### src/common/rp_defines.svh
// board constants for the two-channel instrument core
// widths are fixed by the ADC/DAC parts and are not meant to be changed
// bus offsets are byte addresses inside one 1 MB region

`ifndef RP_DEFINES_SVH
`define RP_DEFINES_SVH

// fast ADC/DAC words
`define RP_ADC_RAW_W 16              // raw ADC word from the pins
`define RP_ADC_RSV 2                 // reserved low bits of the raw word
`define RP_SMP_W 14                  // sample width
`define RP_SUM_W 15                  // asg + pid before saturation

// system bus
`define RP_BUS_W 32                  // address and data width
`define RP_REGIONS 8                 // 1 MB each
`define RP_REGION_LSB 20             // region field position
`define RP_REGION_W 3                // region field width

// housekeeping map
`define RP_HK_ID_OFS 20'h0_0000      // read only
`define RP_HK_LOOP_OFS 20'h0_0004    // bit 0 is the loopback enable
`define RP_HK_ID 32'h5250_0001       // design id word

`endif

### src/common/rp_bus_pkg.sv
// system bus address views
// region field sits at RP_REGION_LSB, the rest below it is the in-region offset

`include "rp_defines.svh"

package rp_bus_pkg;

  // region index, one of RP_REGIONS
  typedef logic [`RP_REGION_W-1:0] region_t;

  // address split into fields
  typedef struct packed {
    logic [`RP_BUS_W-`RP_REGION_W-`RP_REGION_LSB-1:0] upper;   // ignored by the decoder
    region_t                                          region;  // slave select
    logic [`RP_REGION_LSB-1:0]                        offset;  // register offset
  } sys_addr_s;

  // one address word, two decodes
  //  region view for the decoder
  //  offset view for the slaves
  typedef union packed {
    logic [`RP_BUS_W-1:0] word;  // raw address as driven by the master
    sys_addr_s            f;     // field view
  } sys_addr_u;

endpackage

### src/common/rp_sample_pkg.sv
// sample types for the fast analog paths
// all samples are two's complement inside the core

`include "rp_defines.svh"

package rp_sample_pkg;

  // signed sample as seen by the processing blocks
  typedef logic signed [`RP_SMP_W-1:0] sample_t;

  // asg + pid sum, one guard bit for the overflow check
  typedef logic signed [`RP_SUM_W-1:0] sum_t;

  // raw ADC pin word
  // negative slope code, reserved bits at the bottom
  typedef logic [`RP_ADC_RAW_W-1:0] adc_raw_t;

endpackage

### src/analog_io/adc_frontend.sv
// fast ADC capture, two channels, new sample every cycle
// raw code is negative slope, the two low bits are unused by the 14 bit part

`timescale 1ns/1ps

`include "rp_defines.svh"

module adc_frontend (
  input  logic                     adc_clk,
  input  logic                     rst_n_i,
  input  rp_sample_pkg::adc_raw_t  adc_dat_a_i,     // raw pins
  input  rp_sample_pkg::adc_raw_t  adc_dat_b_i,
  input  rp_sample_pkg::sample_t   dac_a_i,         // saturated DAC samples
  input  rp_sample_pkg::sample_t   dac_b_i,
  input  logic                     digital_loop_i,  // loopback enable
  output rp_sample_pkg::sample_t   adc_a_o,
  output rp_sample_pkg::sample_t   adc_b_o
);

  import rp_sample_pkg::*;

  // drop reserved bits, keep sign, flip magnitude
  function automatic sample_t raw_to_smp(input adc_raw_t raw);
    logic [`RP_SMP_W-1:0] top;
    top = raw[`RP_ADC_RAW_W-1:`RP_ADC_RSV];
    return {top[`RP_SMP_W-1], ~top[`RP_SMP_W-2:0]};
  endfunction

  always_ff @(posedge adc_clk or negedge rst_n_i)
  begin
    if (!rst_n_i)
    begin
      adc_a_o <= '0;
      adc_b_o <= '0;
    end
    else
    begin
      // loopback replaces the pins with the DAC stream
      adc_a_o <= digital_loop_i ? dac_a_i : raw_to_smp(adc_dat_a_i);
      adc_b_o <= digital_loop_i ? dac_b_i : raw_to_smp(adc_dat_b_i);
    end
  end

endmodule

### src/analog_io/dac_backend.sv
// DAC output stage, asg + pid per channel
// sum saturates to the 14 bit range, pins get negative slope offset binary
// dac_*_o are combinational for the ADC loopback

`timescale 1ns/1ps

`include "rp_defines.svh"

module dac_backend (
  input  logic                    adc_clk,
  input  logic                    rst_n_i,
  input  rp_sample_pkg::sample_t  asg_a_i,      // generator
  input  rp_sample_pkg::sample_t  asg_b_i,
  input  rp_sample_pkg::sample_t  pid_a_i,      // controller
  input  rp_sample_pkg::sample_t  pid_b_i,
  output rp_sample_pkg::sample_t  dac_a_o,      // saturated, unregistered
  output rp_sample_pkg::sample_t  dac_b_o,
  output logic [`RP_SMP_W-1:0]    dac_dat_a_o,  // to the DAC pins
  output logic [`RP_SMP_W-1:0]    dac_dat_b_o
);

  import rp_sample_pkg::*;

  sum_t sum_a;
  sum_t sum_b;

  ////////////////////
  // helpers
  ////////////////////

  // clip to +8191/-8192 when the two top bits disagree
  function automatic sample_t saturate(input sum_t s);
    if (s[`RP_SUM_W-1] ^ s[`RP_SUM_W-2])
      return {s[`RP_SUM_W-1], {(`RP_SMP_W-1){~s[`RP_SUM_W-1]}}};
    else
      return s[`RP_SMP_W-1:0];
  endfunction

  // sign stays, magnitude inverted
  function automatic logic [`RP_SMP_W-1:0] to_dac(input sample_t s);
    return {s[`RP_SMP_W-1], ~s[`RP_SMP_W-2:0]};
  endfunction

  ////////////////////
  // sum and clip
  ////////////////////

  assign sum_a = sum_t'(asg_a_i) + sum_t'(pid_a_i);  // sign extended
  assign sum_b = sum_t'(asg_b_i) + sum_t'(pid_b_i);

  assign dac_a_o = saturate(sum_a);
  assign dac_b_o = saturate(sum_b);

  // output registers
  always_ff @(posedge adc_clk or negedge rst_n_i)
  begin
    if (!rst_n_i)
    begin
      dac_dat_a_o <= to_dac('0);  // mid scale
      dac_dat_b_o <= to_dac('0);
    end
    else
    begin
      dac_dat_a_o <= to_dac(dac_a_o);
      dac_dat_b_o <= to_dac(dac_b_o);
    end
  end

endmodule

### src/hdl/housekeeping.sv
// housekeeping registers on bus region 0
// answers every strobe one cycle later, unmapped offsets get err

`timescale 1ns/1ps

`include "rp_defines.svh"

module housekeeping (
  input  logic                  adc_clk,
  input  logic                  rst_n_i,
  input  rp_bus_pkg::sys_addr_u sys_addr_i,     // offset view used here
  input  logic [`RP_BUS_W-1:0]  sys_wdata_i,
  input  logic                  sys_wen_i,      // already region gated
  input  logic                  sys_ren_i,
  output logic [`RP_BUS_W-1:0]  sys_rdata_o,
  output logic                  sys_ack_o,
  output logic                  sys_err_o,
  output logic                  digital_loop_o  // ADC input from DAC
);

  logic [`RP_REGION_LSB-1:0] ofs;
  logic                      strobe;
  logic                      hit_id;
  logic                      hit_loop;

  assign ofs      = sys_addr_i.f.offset;
  assign strobe   = sys_wen_i | sys_ren_i;
  assign hit_id   = (ofs == `RP_HK_ID_OFS);
  assign hit_loop = (ofs == `RP_HK_LOOP_OFS);

  always_ff @(posedge adc_clk or negedge rst_n_i)
  begin
    if (!rst_n_i)
    begin
      digital_loop_o <= 1'b0;
      sys_ack_o      <= 1'b0;
      sys_err_o      <= 1'b0;
      sys_rdata_o    <= '0;
    end
    else
    begin
      if (sys_wen_i && hit_loop)
        digital_loop_o <= sys_wdata_i[0];  // writes to the id are dropped
      sys_ack_o <= strobe;
      sys_err_o <= strobe & ~(hit_id | hit_loop);  // unmapped
      if (sys_ren_i && hit_id)
        sys_rdata_o <= `RP_HK_ID;
      else if (sys_ren_i && hit_loop)
        sys_rdata_o <= {{(`RP_BUS_W-1){1'b0}}, digital_loop_o};
      else
        sys_rdata_o <= '0;  // writes and bad offsets return 0
    end
  end

endmodule

### src/hdl/rp_top.sv
// two-channel instrument core, everything on adc_clk
// asg/pid streams come from outside, adc_*_o feed the external consumers
// bus regions 1 to 7 are empty and ack at once

`timescale 1ns/1ps

`include "rp_defines.svh"

module rp_top (
  input  logic                     adc_clk,
  input  logic                     rst_n_i,
  // fast analog
  input  rp_sample_pkg::adc_raw_t  adc_dat_a_i,
  input  rp_sample_pkg::adc_raw_t  adc_dat_b_i,
  input  rp_sample_pkg::sample_t   asg_a_i,
  input  rp_sample_pkg::sample_t   asg_b_i,
  input  rp_sample_pkg::sample_t   pid_a_i,
  input  rp_sample_pkg::sample_t   pid_b_i,
  output rp_sample_pkg::sample_t   adc_a_o,
  output rp_sample_pkg::sample_t   adc_b_o,
  output logic [`RP_SMP_W-1:0]     dac_dat_a_o,
  output logic [`RP_SMP_W-1:0]     dac_dat_b_o,
  // system bus
  input  rp_bus_pkg::sys_addr_u    sys_addr_i,
  input  logic [`RP_BUS_W-1:0]     sys_wdata_i,
  input  logic                     sys_wen_i,
  input  logic                     sys_ren_i,
  output logic [`RP_BUS_W-1:0]     sys_rdata_o,
  output logic                     sys_ack_o,
  output logic                     sys_err_o
);

  import rp_sample_pkg::*;

  logic                 hk_wen;
  logic                 hk_ren;
  logic [`RP_BUS_W-1:0] hk_rdata;
  logic                 hk_ack;
  logic                 hk_err;
  logic                 digital_loop;
  sample_t              dac_a;         // loopback taps
  sample_t              dac_b;

  ////////////////////
  // bus
  ////////////////////

  sys_bus_decoder u_dec (
    .sys_addr_i  (sys_addr_i),  .sys_wen_i  (sys_wen_i),  .sys_ren_i (sys_ren_i),
    .hk_rdata_i  (hk_rdata),    .hk_ack_i   (hk_ack),     .hk_err_i  (hk_err),
    .hk_wen_o    (hk_wen),      .hk_ren_o   (hk_ren),
    .sys_rdata_o (sys_rdata_o), .sys_ack_o  (sys_ack_o),  .sys_err_o (sys_err_o)
  );

  housekeeping u_hk (
    .adc_clk     (adc_clk),     .rst_n_i    (rst_n_i),
    .sys_addr_i  (sys_addr_i),  .sys_wdata_i (sys_wdata_i),
    .sys_wen_i   (hk_wen),      .sys_ren_i  (hk_ren),                // region 0 only
    .sys_rdata_o (hk_rdata),    .sys_ack_o  (hk_ack),    .sys_err_o (hk_err),
    .digital_loop_o (digital_loop)
  );

  ////////////////////
  // analog stages
  ////////////////////

  adc_frontend u_adc (
    .adc_clk     (adc_clk),     .rst_n_i    (rst_n_i),
    .adc_dat_a_i (adc_dat_a_i), .adc_dat_b_i (adc_dat_b_i),
    .dac_a_i     (dac_a),       .dac_b_i    (dac_b),
    .digital_loop_i (digital_loop),
    .adc_a_o     (adc_a_o),     .adc_b_o    (adc_b_o)
  );

  dac_backend u_dac (
    .adc_clk     (adc_clk),     .rst_n_i    (rst_n_i),
    .asg_a_i     (asg_a_i),     .asg_b_i    (asg_b_i),
    .pid_a_i     (pid_a_i),     .pid_b_i    (pid_b_i),
    .dac_a_o     (dac_a),       .dac_b_o    (dac_b),
    .dac_dat_a_o (dac_dat_a_o), .dac_dat_b_o (dac_dat_b_o)
  );

endmodule

### src/sys_bus/sys_bus_decoder.sv
// combinational system bus decoder, 8 regions of 1 MB
// only region 0 (housekeeping) is populated
// the master must hold the address until ack, the select follows it

`timescale 1ns/1ps

`include "rp_defines.svh"

module sys_bus_decoder (
  input  rp_bus_pkg::sys_addr_u  sys_addr_i,   // master address
  input  logic                   sys_wen_i,    // write strobe
  input  logic                   sys_ren_i,    // read strobe
  input  logic [`RP_BUS_W-1:0]   hk_rdata_i,   // housekeeping answer
  input  logic                   hk_ack_i,
  input  logic                   hk_err_i,
  output logic                   hk_wen_o,     // region 0 strobes
  output logic                   hk_ren_o,
  output logic [`RP_BUS_W-1:0]   sys_rdata_o,  // back to master
  output logic                   sys_ack_o,
  output logic                   sys_err_o
);

  import rp_bus_pkg::*;

  region_t                 region;                    // selected slave
  logic [`RP_REGIONS-1:0]  cs;                        // one hot
  logic [`RP_REGIONS-1:0]  wen;
  logic [`RP_REGIONS-1:0]  ren;
  logic [`RP_REGIONS-1:0]  ack;
  logic [`RP_REGIONS-1:0]  err;
  logic [`RP_BUS_W-1:0]    rdata [`RP_REGIONS];

  ////////////////////
  // select and strobes
  ////////////////////

  assign region = sys_addr_i.f.region;
  assign cs     = `RP_REGIONS'(1) << region;

  assign wen = cs & {`RP_REGIONS{sys_wen_i}};
  assign ren = cs & {`RP_REGIONS{sys_ren_i}};

  // region 0 is housekeeping
  assign hk_wen_o = wen[0];
  assign hk_ren_o = ren[0];
  assign rdata[0] = hk_rdata_i;
  assign ack[0]   = hk_ack_i;    // arrives one cycle after the strobe
  assign err[0]   = hk_err_i;

  // empty slots answer right away
  for (genvar i = 1; i < `RP_REGIONS; i++)
  begin : g_unused
    assign rdata[i] = '0;
    assign ack[i]   = wen[i] | ren[i];  // same cycle ack
    assign err[i]   = 1'b0;
  end

  ////////////////////
  // return mux
  ////////////////////

  assign sys_rdata_o = rdata[region];
  assign sys_ack_o   = |(cs & ack);
  assign sys_err_o   = |(cs & err);

endmodule

### config.mk
export PLATFORM = sky130hd
export DESIGN_NAME = rp_top
export DESIGN_NICKNAME = d
export VERILOG_FILES = /design/src/common/rp_bus_pkg.sv /design/src/common/rp_sample_pkg.sv /design/src/analog_io/adc_frontend.sv /design/src/analog_io/dac_backend.sv /design/src/hdl/housekeeping.sv /design/src/hdl/rp_top.sv /design/src/sys_bus/sys_bus_decoder.sv
export VERILOG_INCLUDE_DIRS = /design/src /design/src/common
export SDC_FILE = /design/constraint.sdc
export NUM_CORES = 1
export LEC_CHECK = 0
export BUFFER_PORTS_ARGS = -buffer_cell sky130_fd_sc_hd__buf_4
export CAP_MARGIN = 30
export CORE_ASPECT_RATIO = 2
export CORE_MARGIN = 2
export CORE_UTILIZATION = 39
export CTS_BUF_LIST = sky130_fd_sc_hd__clkbuf_4 sky130_fd_sc_hd__clkbuf_8 sky130_fd_sc_hd__clkbuf_16
export DETAILED_ROUTE_END_ITERATION = 8
export GPL_TIMING_DRIVEN = 0
export MAX_ROUTING_LAYER = met4
export PLACE_DENSITY = 0.78
export SLEW_MARGIN = 10
export SYNTH_ARGS = -nofsm -noshare
export SYNTH_HDL_FRONTEND = slang
export SYNTH_SLANG_ARGS = --single-unit
### constraint.sdc
create_clock -name adc_clk -period 1.2 [get_ports adc_clk]
set_input_delay 0.18 -clock adc_clk [delete_from_list [all_inputs] [get_ports adc_clk]]
set_output_delay 0.18 -clock adc_clk [all_outputs]
set_load 0.05 [all_outputs]
### Yosys cells after proc, flatten, opt, wreduce, memory -nomap -nowiden

Cells that the tools add are included.

| storage, ports and cells | value |
|---|---|
| register bits after elaboration | 91 |
| logic and storage cells | 52 |

| cells by class | value |
|---|---|
| shift-type cells | 1 |
| eq/ne operators | 1 |
| order comparisons | 1 |
| reduce and logical (&&, ||, !) cells | 6 |
| bitwise operators | 24 |
| $add $sub $neg | 2 |
| mux-type cells | 9 |

Operators with widths:

| cell | count |
|---|---|
| $bmux 32 s3 | 1 |
| $mux 32 | 3 |
| $mux 14 | 4 |
| $not 13->13 | 4 |
| $add 14x14->15 | 2 |
| $and 8x8->8 | 3 |
| $eq 20x3->1 const B | 1 |
| $logic_not 20->1 | 1 |
| $reduce_or 8->1 | 2 |
| $or 1x1->1 | 9 |
| $and 8x1->8 | 1 |
| $shl 1x3->8 const A | 1 |
| $ge 4x4->1 const B | 1 |
| $not 3->4 | 1 |
| $logic_and 1x1->1 | 3 |
| $not 1->1 | 3 |
| $xor 1x1->1 | 2 |
| $and 1x1->1 | 1 |
| $mux 1 | 1 |

### Longest topological paths before layout

Gate-level depths: netlist of the first run.

| logic depth | value |
|---|---|
| depth after elaboration | 5 |
| mapped depth | 10 |

### Modules after synthesis

A second synthesis of the first run with hierarchy kept.

| second synthesis, totals | value |
|---|---|
| cell total of the unflattened synthesis | 498 |
| area total of the unflattened synthesis | 4792.1 um^2 |

Modules (own cells, without submodules):

| module | sequential area each (um^2) | area each (um^2) | times used | cells an instance |
|---|---|---|---|---|
| dac_backend | 733.2 | 2965.3 | 1 | 317 |
| adc_frontend | 700.7 | 1101.1 | 1 | 88 |
| housekeeping | 125.1 | 455.4 | 1 | 52 |
| sys_bus_decoder | 0.0 | 270.3 | 1 | 41 |

### Worst setup path before layout of the first run

No wires, ideal clock.

| timing | value |
|---|---|
| path kind | input to register |
| from | in asg_a_i[0] |
| to | reg u_adc.adc_a_o[0] |
| setup slack | -1269 ps |
| setup time | 146 ps |
| required time | 1054 ps |
| buffers on the path | 1 |
| cell stages on the path | 10 |
| arrival | 2323 ps |
| cell sequence | ha_1 -> fa_1 -> a21o_1 -> a311o_1 -> a211oi_1 -> o31a_1 -> o21ai_1 -> buf_6 -> a21oi_2 -> mux2i_1 |

| on the way | value |
|---|---|
| cells in the longest elaborated chain, start to end | 4 |
| elaborated cells on any way between the ends | 5 |

Ends and longest elaborated chain:

| element | line | text |
|---|---|---|
| start, declared | rp_top.sv:15 | `input rp_sample_pkg::sample_t asg_a_i,` |
| $add 14x14->15 (*) | dac_backend.sv:48 | `assign sum_a = sum_t'(asg_a_i) + sum_t'(pid_a_i);` |
| $xor 1x1->1 / $not 1->1 (equally long branches) | dac_backend.sv:33, dac_backend.sv:34 |  |
| $mux 14 (*) | dac_backend.sv:33 | `` if (s[`RP_SUM_W-1] ^ s[`RP_SUM_W-2]) `` |
| $mux 14 (*) | adc_frontend.sv:39 | `adc_a_o <= digital_loop_i ? dac_a_i : raw_to_smp(adc_dat_a_i);` |
| end signal, assigned | adc_frontend.sv:39 |  |
| end, declared | adc_frontend.sv:16 | `output rp_sample_pkg::sample_t adc_a_o,` |

Every way passes the cells marked *; elsewhere a longest branch is shown, timed or not.
A chain may end at the register's enable or synchronous reset.

### Final worst setup path of the first run

| timing | value |
|---|---|
| from | in asg_a_i[0] |
| to | reg u_adc.adc_a_o[6] |

The elaborated chain is that of the path after synthesis.

==> results of run 1 <==
-- logic make-up (layout without fill, tap and decap cells) --
family | after synthesis | after routing | synth area share [%]
and+or+nand+nor | 76 | 76 | 10.3
AOI/OAI and AO/OA | 103 | 103 | 18.3
adders and majority gates | 31 | 31 | 10.6
muxes | 29 | 29 | 7.74
DFF | 61 | 61 | 41.2
buffers and inverters | 45 | 275 | 7.81
xor gates and xnor gates | 17 | 17 | 3.94
other | 1 | 26 | 0.0991
-- layout make-up --
class                      count  share of cell area (%)
clock buffer                  10                    3.50
sequential                    61                    22.8
clock inverter                 6                    1.26
tap                          104                    1.91
buffer                        38                    4.47
inverter                       4                   0.220
multi-input combinational    282                    37.7
timing repair buffer         217                    28.1
-- sequential cells by signal (all words and copies together) (netlist names) --
| name | count |
|---|---|
| u_hk.sys_ack_o | 1 |
| u_hk.digital_loop_o | 1 |
| u_hk.sys_rdata_o | 2 |
| u_adc.adc_b_o | 14 |
| u_hk.sys_err_o | 1 |
| u_adc.adc_a_o | 14 |
| u_dac.dac_dat_a_o | 14 |
| u_dac.dac_dat_b_o | 14 |
-- synthesized netlist by cell type (8+ instances only) --
library cell / count
o21ai_0: 10
buf_4: 31
xor2_1: 8
a21oi_1: 29
mux2i_1: 27
dfrtp_1: 35
xnor2_1: 9
nor2_1: 25
ha_1: 28
a21oi_2: 10
dfstp_2: 26
a21o_1: 13
nand2_1: 9
-- critical path, delay by kind of cell --
family / cells / cell delay (ns)
AOI/OAI and AO/OA: 6 / 1.39
adders and majority gates: 2 / 0.51
buffers and inverters: 2 / 0.27
muxes: 1 / 0.09
-- how the worst min path moves through the flow --
stage / start / end / cells past startpoint
after global placement: rst_n_i / u_adc.adc_b_o[12] / 1
after global routing: adc_dat_a_i[10] / u_adc.adc_a_o[8] / 2
final: adc_dat_a_i[13] / u_adc.adc_a_o[11] / 2
after CTS: adc_dat_a_i[13] / u_adc.adc_a_o[11] / 2
after floorplan: rst_n_i / u_adc.adc_a_o[0] / 0
after detailed placement: rst_n_i / u_hk.sys_rdata_o[0] / 1
-- power groups by stage --
stage | Combinational (mW) | Sequential [mW] | Clock [mW]
2_1_floorplan | 1.30 | 3.71 | 0
6_report | 4.70 | 2.67 | 2.78
3_3_place_gp | 3.42 | 2.62 | 0
3_5_place_dp | 3.47 | 2.62 | 0
5_1_grt | 4.91 | 2.70 | 2.92
4_1_cts | 4.27 | 2.64 | 2.79
-- per-stage QoR --
stage               hold WS [ns]  instance area [um^2]  util, %  setup WS (ns)
global placement           0.279                  5440     57.9          -1.53
finish                    0.0223                  6830     72.7          -1.07
detailed placement         0.297                  5440     57.9          -1.58
CTS                       0.0157                  6480     69.0          -1.02
global route              0.0165                  6830     72.7          -1.12
floorplan                 -0.116                  3990        -          -1.05
-- routing by layer --
layer / track usage, % / vias up / part of all wire, %
met1: 21.6 / 1851 / 32
met5: - / - / 0
li1: - / 1769 / -
met4: 11.2 / 0 / 4.0
met2: 45.6 / 178 / 58
met3: 4.87 / 30 / 6.2
-- timing repair --
action                                  CTS  global route
gates resized for setup                 120            55
endpoints found under the setup margin   88            83
buffers inserted                         22            18
pin swaps                                22            19
hold endpoints to repair                 35             0
hold buffers                              1             0
cloned                                    4             0
==> summary.md, run 1 <==
| Metric | Value |
|---|---|
| RSZ-0062 raised after global routing | `true` |
| Via count | `3828` |
| Total Power | `10.1 mW` |
| Worst Path Required | `1.38 ns` |
| Largest net degree at the start of global routing | `62` |
| PwrDens | `1490 nW/um^2` |
| Worst-path cell chain | `buf_6 -> ha_4 -> fa_2 -> a21o_1 -> a311o_1 -> a211oi_2 -> o31a_1 -> o21ai_4 -> buf_8 -> a21oi_4 -> mux2i_1` |
| Failing checks | `negative setup slack` |
| Total GRT Usage | `24.0%` |
| Cts bufs inserted | `9` |
| Flop-to-flop setup slack | `-0.36 ns` |
| Final setup vio count | `65` |
| Switching portion of total power | `37.0%` |
| Clock Latency Late Sink | `0.32 ns` |
| Height of the die | `143 um` |
| Layout Cells excl Fill | `722` |
| Vias in the first global route | `4046` |
| Clock sinks | `61` |
| Reg2reg start | `u_hk.digital_loop_o` |
| Top FF cell, synth | `dfrtp_1` |
| Antenna violations before repair | `0` |
| Crit. Startpoint | `asg_a_i[0]` |
| Share of flip-flops with an asynchronous set or reset | `100%` |
| Syn. warnings | `0` |
| TritonRoute pass-1 iters | `4` |
| Post-layout min period | `2.27 ns` |
| # DRC | `0` |
| Dpl hpwl | `9050 um` |
| Syn Inst Count | `363` |
| CP startpoint kind | `input port` |
| Final nets | `799` |
| Sequential-to-total area share from yosys stat | `41.2%` |
| Setup crit end kind | `flip-flop` |
| CP max FO | `5` |
| Synth area leaders | `dfrtp_1, dfstp_2, ha_1` |
| CP Class | `input port to flip-flop` |
| Port Buffers | `175` |
| Starting DRT DRC Count | `150` |
| Final Wtd Congestion | `0.905` |
| Worst reg2reg path depth | `3` |
| Psw | `3.76 mW` |
| Layout fillers | `638` |
| CTS Buffer Depth | `2` |
| Core Region | `9380 um^2` |
| Part of the power in registers | `26.3%` |
| Top cell type's share of synthesized area | `23.2%` |
| Final Cycle Share | `189%` |
| Internal cell power | `6.39 mW` |
| Most frequent cells in the layout | `buf_4, buf_6, dfrtp_1` |
| Final setup margin | `-1.07 ns` |
| Pins Over Slew Limit | `0` |
| Slowest-stage cell, CP | `fa_2` |
| Post-synth EDFFs | `0` |
| Peak VDD IR | `0.918 mV` |
| Area Growth Syn to Fin | `80.5%` |
| Commonest non-fill, non-tap cell in the layout | `buf_4` |
| Reg area | `1560 um^2` |
| Status | `finished, violations left` |
| Setup TNS | `-52.16 ns` |
| Leak pwr | `3.12 nW` |
| Worst min-delay path category | `input port to flip-flop` |
| Clock Power Share | `27.4%` |
| Reg-to-reg endpoint | `u_adc.adc_b_o[9]` |
| Worst-path clk slew | `0.05 ns` |
| Syn avg cell area | `10.4 um^2` |
| Least-Margin Pin Slew | `0.898 ns` |
| Final ANT Viol Nets | `0` |
| Site row count | `50` |
| Initial core utilization | `40.3%` |
| End point of the critical path | `u_adc.adc_a_o[6]` |
| Clock Skew | `0.00358 ns` |
| Root Driver | `clkbuf_16` |
| Die Wd | `73.6 um` |
| # IOs | `246` |
| Max Fclk | `0.440 GHz` |
| Multi-input logic area | `2570 um^2` |
| Drt total wl | `13100 um` |
| Yosys top cell by area | `dfrtp_1` |
| Wirelength per Cell | `18.1 um` |
| Crit path arrival time | `2.45 ns` |
| Total gr overflow | `0` |
| Post-Syn Area | `3780 um^2` |
| Layout cell share with drive strength beyond 1 | `60.0%` |
| Hold Violations, Final | `0` |
| Distinct cells, synth | `55` |
| Antenna Cells | `0` |
| CTS tree | `yes` |
| Max-cap violations | `0` |
| Placed cell count | `667` |
| Critical Path Max Stage Delay | `0.36 ns` |
| Htree depth | `3` |
| Rel. slew slack | `40.2%` |
| Combinational share of power | `46.3%` |
| Die Footprint | `10500 um^2` |
| Seq cells post-synth | `61` |
| First-pass GRT wire length | `19000 um` |
| Detail-routed via count per cell | `5.30` |
Power figures use the tool's default switching activity.
==> run 2, diff against run 1 <==
--- a/config.mk
+++ b/config.mk
@@ -6,16 +6,15 @@
 export SDC_FILE = /design/constraint.sdc
 export NUM_CORES = 1
 export LEC_CHECK = 0
-export BUFFER_PORTS_ARGS = -buffer_cell sky130_fd_sc_hd__buf_4
 export CAP_MARGIN = 30
-export CORE_ASPECT_RATIO = 2
-export CORE_MARGIN = 2
-export CORE_UTILIZATION = 39
+export CORE_AREA = 2 2 96 98
 export CTS_BUF_LIST = sky130_fd_sc_hd__clkbuf_4 sky130_fd_sc_hd__clkbuf_8 sky130_fd_sc_hd__clkbuf_16
 export DETAILED_ROUTE_END_ITERATION = 8
+export DIE_AREA = 0 0 98 100
+export DONT_BUFFER_PORTS = 1
 export GPL_TIMING_DRIVEN = 0
 export MAX_ROUTING_LAYER = met4
-export PLACE_DENSITY = 0.78
+export RECOVER_POWER = 100
 export SLEW_MARGIN = 10
 export SYNTH_ARGS = -nofsm -noshare
 export SYNTH_HDL_FRONTEND = slang
==> summary.md, run 2 (synthesis gave the netlist of run 1 again) <==
| Metric | Value |
|---|---|
| Status | `finished, violations left` |
| Failing checks | `negative hold slack, negative setup slack` |
| Worst min-delay path category | `input port to asynchronous set/reset pin` |
| Core Region | `8890 um^2` |
| Layout fillers | `705` |
| Drt total wl | `10400 um` |
| Reg-to-reg endpoint | `u_adc.adc_a_o[6]` |
| Wirelength per Cell | `17.9 um` |
| Worst-path clk slew | `0.08 ns` |
| Most frequent cells in the layout | `buf_4, dfrtp_1, dlygate4sd3_1` |
| Cts bufs inserted | `9` |
| Placed cell area | `4130 um^2` |
| Total GRT Usage | `20.9%` |
| Worst Path Required | `1.38 ns` |
| # IOs | `246` |
| PwrDens | `1520 nW/um^2` |
| CTS tree | `yes` |
| Final setup margin | `-0.930 ns` |
| Multi-input logic area | `2530 um^2` |
| Final Wtd Congestion | `0.827` |
| Reg2reg start | `u_hk.digital_loop_o` |
| Final setup vio count | `77` |
| Clock sinks | `61` |
| Initial core utilization | `42.5%` |
| Antenna Cells | `0` |
| Via count | `3097` |
| Final Cycle Share | `178%` |
| Starting DRT DRC Count | `100` |
| Reg area | `1560 um^2` |
| Max Fclk | `0.469 GHz` |
| Post-layout min period | `2.13 ns` |
| First-pass GRT wire length | `15500 um` |
| Worst reg2reg path depth | `3` |
| CP Class | `input port to flip-flop` |
| RSZ-0062 raised after global routing | `true` |
| # DRC | `0` |
| Peak VDD IR | `0.769 mV` |
| Area Growth Syn to Fin | `43.7%` |
| CTS Hold Bufs | `33` |
| Port Buffers | `0` |
| Rel. slew slack | `42.2%` |
| CP startpoint kind | `input port` |
| Commonest non-fill, non-tap cell in the layout | `buf_4` |
| Total gr overflow | `0` |
| Max-cap violations | `0` |
| Height of the die | `100 um` |
| CP max FO | `5` |
| Die Wd | `98 um` |
| Final ANT Viol Nets | `0` |
| Site row count | `35` |
| Detail-routed via count per cell | `5.34` |
| Hold Violations, Final | `61` |
| TritonRoute pass-1 iters | `4` |
| Clock Latency Late Sink | `0.33 ns` |
| Vias in the first global route | `3017` |
| Leak pwr | `2.25 nW` |
| Htree depth | `3` |
| Final instance area | `5430 um^2` |
| Crit path arrival time | `2.31 ns` |
| Antenna violations before repair | `0` |
| Clock Skew | `0.00760 ns` |
| Layout cell share with drive strength beyond 1 | `39.4%` |
| Hold Worst Slack | `-0.470 ns` |
| Largest net degree at the start of global routing | `62` |
| Die Footprint | `9800 um^2` |
| Root Driver | `clkbuf_8` |
| Flop-to-flop setup slack | `-0.27 ns` |
| CTS Buffer Depth | `2` |
| Final nets | `650` |
| Least-Margin Pin Slew | `0.868 ns` |
| Pins Over Slew Limit | `0` |
| Dpl hpwl | `7160 um` |
| Place WS | `-1.45 ns` |
| Setup crit end kind | `flip-flop` |
[run 2: changes by cell type in the layout (fill, tap and decap cells not counted), moves of 9 or more]
cell	before	now
clkbuf_8	1	10
buf_4	182	50
buf_6	50	13
clkbuf_16	9	0
buf_8	18	6
dlygate4sd3_1	1	33
[run 2: worst max-delay path by stage]
| stage | startpoint | end | cells past startpoint |
|---|---|---|---|
| 2_1_floorplan | asg_b_i[0] | u_adc.adc_b_o[8] | 10 |
| 3_3_place_gp | asg_b_i[0] | u_adc.adc_b_o[9] | 10 |
| 3_5_place_dp | asg_b_i[0] | u_adc.adc_b_o[9] | 10 |
| 4_1_cts | asg_a_i[0] | u_adc.adc_a_o[4] | 10 |
| 5_1_grt | asg_a_i[0] | u_adc.adc_a_o[5] | 10 |
| 6_report | asg_a_i[0] | u_adc.adc_a_o[6] | 10 |
[run 2: what timing repair did]
action,4_1_cts,5_1_grt
endpoints found under the setup margin,93,90
setup buffers,17,13
endpoints found under the hold margin,94,61
resized for setup,65,41
gates cloned,4,0
pin swaps,19,17
[run 2: per-stage QoR]
step	TNS (ns)	util, %	instances	power (mW)
final	-42.44	61.1	580	8.24
after global routing	-47.00	61.1	580	8.58
after CTS	-40.74	57.7	566	7.97
after detailed placement	-70.55	46.5	499	5.29
after global placement	-70.27	46.5	499	5.29
after floorplan	-51.35	-	388	5.00
[run 2: per-layer routing]
layer	track usage (%)	up-vias	share of wire, %
met2	34.2	141	50
li1	-	1477	-
met3	6.48	9	7.1
met4	5.02	0	0.94
met5	-	-	0
met1	25.5	1470	42
[run 2: power by group]
part	internal [mW]	switching (mW)	total, mW	leakage (nW)
registers	2.55	1.18	3.72	0.693
logic	1.11	1.31	2.43	1.45
clock network	1.25	0.841	2.09	0.109
total	4.91	3.33	8.24	2.25
[run 2: final cells by class]
type,instances,share of cell area (%)
clock buffers,11,2.67
well taps,111,2.56
flip-flops and latches,61,28.7
plain buffers,38,5.89
clock inverters,5,1.54
inverters,4,0.276
multi-input cells,282,46.6
repair buffers,68,11.7
[run 2: critical path: stages]
cell,delay [ns]
ha_4,0.15
fa_2,0.35
a21o_1,0.20
a311o_1,0.31
a211oi_2,0.23
o31a_1,0.33
o21ai_4,0.14
buf_8,0.18
a21oi_4,0.15
mux2i_1,0.09
==> run 3, diff against run 2 <==
--- a/config.mk
+++ b/config.mk
@@ -13,6 +13,7 @@
 export DIE_AREA = 0 0 98 100
 export DONT_BUFFER_PORTS = 1
 export GPL_TIMING_DRIVEN = 0
+export HOLD_SLACK_MARGIN = 0.12
 export MAX_ROUTING_LAYER = met4
 export RECOVER_POWER = 100
 export SLEW_MARGIN = 10
==> summary.md, run 3 (synthesis gave the netlist of run 1 again) <==
| Metric | Value |
|---|---|
| Failing checks | `negative hold slack, negative setup slack` |
| Placed cell area | `4130 um^2` |
| Antenna violations before repair | `0` |
| Crit path arrival time | `2.31 ns` |
| Layout cell share with drive strength beyond 1 | `39.3%` |
| Layout fillers | `703` |
| Via count | `3128` |
| Final setup vio count | `78` |
| Root Driver | `clkbuf_8` |
| Rel. slew slack | `42.4%` |
| Antenna Cells | `0` |
| Commonest non-fill, non-tap cell in the layout | `buf_4` |
| Flop-to-flop setup slack | `-0.27 ns` |
| CTS Buffer Depth | `2` |
| Clock sinks | `61` |
| Layout Cells excl Fill | `582` |
| Final instance area | `5470 um^2` |
| Port Buffers | `0` |
| Final Cycle Share | `178%` |
| Post-layout min period | `2.13 ns` |
| End point of the critical path | `u_adc.adc_a_o[6]` |
| Multi-input logic area | `2540 um^2` |
| Met2 usage | `34.1%` |
| Hold Worst Slack | `-0.467 ns` |
| Drt total wl | `10400 um` |
| Total gr overflow | `0` |
| Total GRT Usage | `20.8%` |
| # DRC | `0` |
| Reg-to-reg endpoint | `u_adc.adc_a_o[6]` |
| Final nets | `652` |
| Placed cell count | `499` |
| Least-Margin Pin Slew | `0.864 ns` |
| Htree depth | `3` |
| Starting DRT DRC Count | `99` |
| Site row count | `35` |
| # IOs | `246` |
| Worst reg2reg path depth | `3` |
| Height of the die | `100 um` |
| Dpl hpwl | `7160 um` |
| CP Class | `input port to flip-flop` |
| Worst Path Required | `1.38 ns` |
| Clock Latency Late Sink | `0.33 ns` |
| Die Footprint | `9800 um^2` |
| Place WS | `-1.45 ns` |
| Initial core utilization | `42.5%` |
| TritonRoute pass-1 iters | `4` |
| Status | `finished, violations left` |
| Leak pwr | `2.28 nW` |
| Met1 Use GR | `25.4%` |
| Most frequent cells in the layout | `buf_4, dfrtp_1, dlygate4sd3_1` |
| Final setup margin | `-0.932 ns` |
| Detail-routed via count per cell | `5.37` |
| Core Util, Final | `61.5%` |
| Vias in the first global route | `3010` |
| Max-cap violations | `0` |
| Die Wd | `98 um` |
| Pins Over Slew Limit | `0` |
| Worst min-delay path category | `input port to asynchronous set/reset pin` |
| First-pass GRT wire length | `15400 um` |
| Wirelength per Cell | `18.0 um` |
| Final Wtd Congestion | `0.827` |
| Final ANT Viol Nets | `0` |
| RSZ-0062 raised after global routing | `true` |
| CP startpoint kind | `input port` |
| Peak VDD IR | `0.770 mV` |
| Clock Skew | `0.00803 ns` |
| Setup crit end kind | `flip-flop` |
| Worst-path clk slew | `0.07 ns` |
| Area Growth Syn to Fin | `44.6%` |
| Cts bufs inserted | `9` |
| Met3 usage | `6.41%` |
| Largest net degree at the start of global routing | `62` |
| Hold Violations, Final | `61` |
| Core Region | `8890 um^2` |
| Reg area | `1560 um^2` |
| PwrDens | `1510 nW/um^2` |
| Most Crowded Layer GR | `met2` |
| Crit. Startpoint | `asg_a_i[0]` |
| Max Fclk | `0.469 GHz` |
| Reg2reg start | `u_hk.digital_loop_o` |
| CP max FO | `5` |
| CTS tree | `yes` |
==> run 3: cell types whose count changed in the layout (fill, tap and decap cells not counted) <==
cell / change
dlymetal6s4s_1: +2
nor4_2: -1
nor4_4: +1
==> run 3: report_power, final <==
group	switching [mW]	internal [mW]	leakage [nW]
combinational	1.32	1.12	1.48
sequential	1.18	2.55	0.693
clock	0.837	1.25	0.109
==> run 3: layout make-up <==
class,count,area share (%)
well taps,111,2.54
plain buffers,38,5.86
flip-flops and latches,61,28.5
clock buffers,11,2.65
inverters,4,0.275
multi-input cells,282,46.5
repair buffers,70,12.1
clock inverters,5,1.53
==> run 3: how the worst min path moves through the flow <==
stage	start	to	slack (ns)
2_1_floorplan	rst_n_i	u_adc.adc_a_o[0]	-0.12
3_3_place_gp	rst_n_i	u_adc.adc_b_o[1]	-0.11
3_5_place_dp	rst_n_i	u_adc.adc_b_o[1]	-0.11
4_1_cts	rst_n_i	u_dac.dac_dat_a_o[13]	-0.49
5_1_grt	rst_n_i	u_adc.adc_b_o[1]	-0.50
6_report	rst_n_i	u_adc.adc_b_o[1]	-0.47
==> run 3: metrics by stage <==
step | hold WS, ns | total power [mW] | setup TNS (ns)
floorplan | -0.116 | 5.00 | -51.35
global placement | -0.114 | 5.29 | -70.27
detailed placement | -0.114 | 5.29 | -70.55
CTS | -0.492 | 7.97 | -40.89
global route | -0.495 | 8.59 | -47.14
finish | -0.467 | 8.25 | -42.38
==> run 3: critical path, cell delays in order <==
cell and delay [ns]:
ha_4 0.15, fa_2 0.35, a21o_1 0.20, a311o_1 0.31
a211oi_2 0.23, o31a_1 0.33, o21ai_4 0.14, buf_8 0.18
a21oi_4 0.15, mux2i_1 0.09
==> run 3: layer usage <==
metal,wire (um),vias up
met2,5330,152
li1,-,1479
met5,0,-
met4,97,0
met1,4220,1488
met3,799,9
==> run 3: timing repair <==
item,in CTS,in global routing
buffers inserted,17,13
hold buffers,34,1
resized for setup,65,45
hold endpoints to repair,98,64
endpoints found under the setup margin,93,90
pin swaps,19,18
cloned,4,0
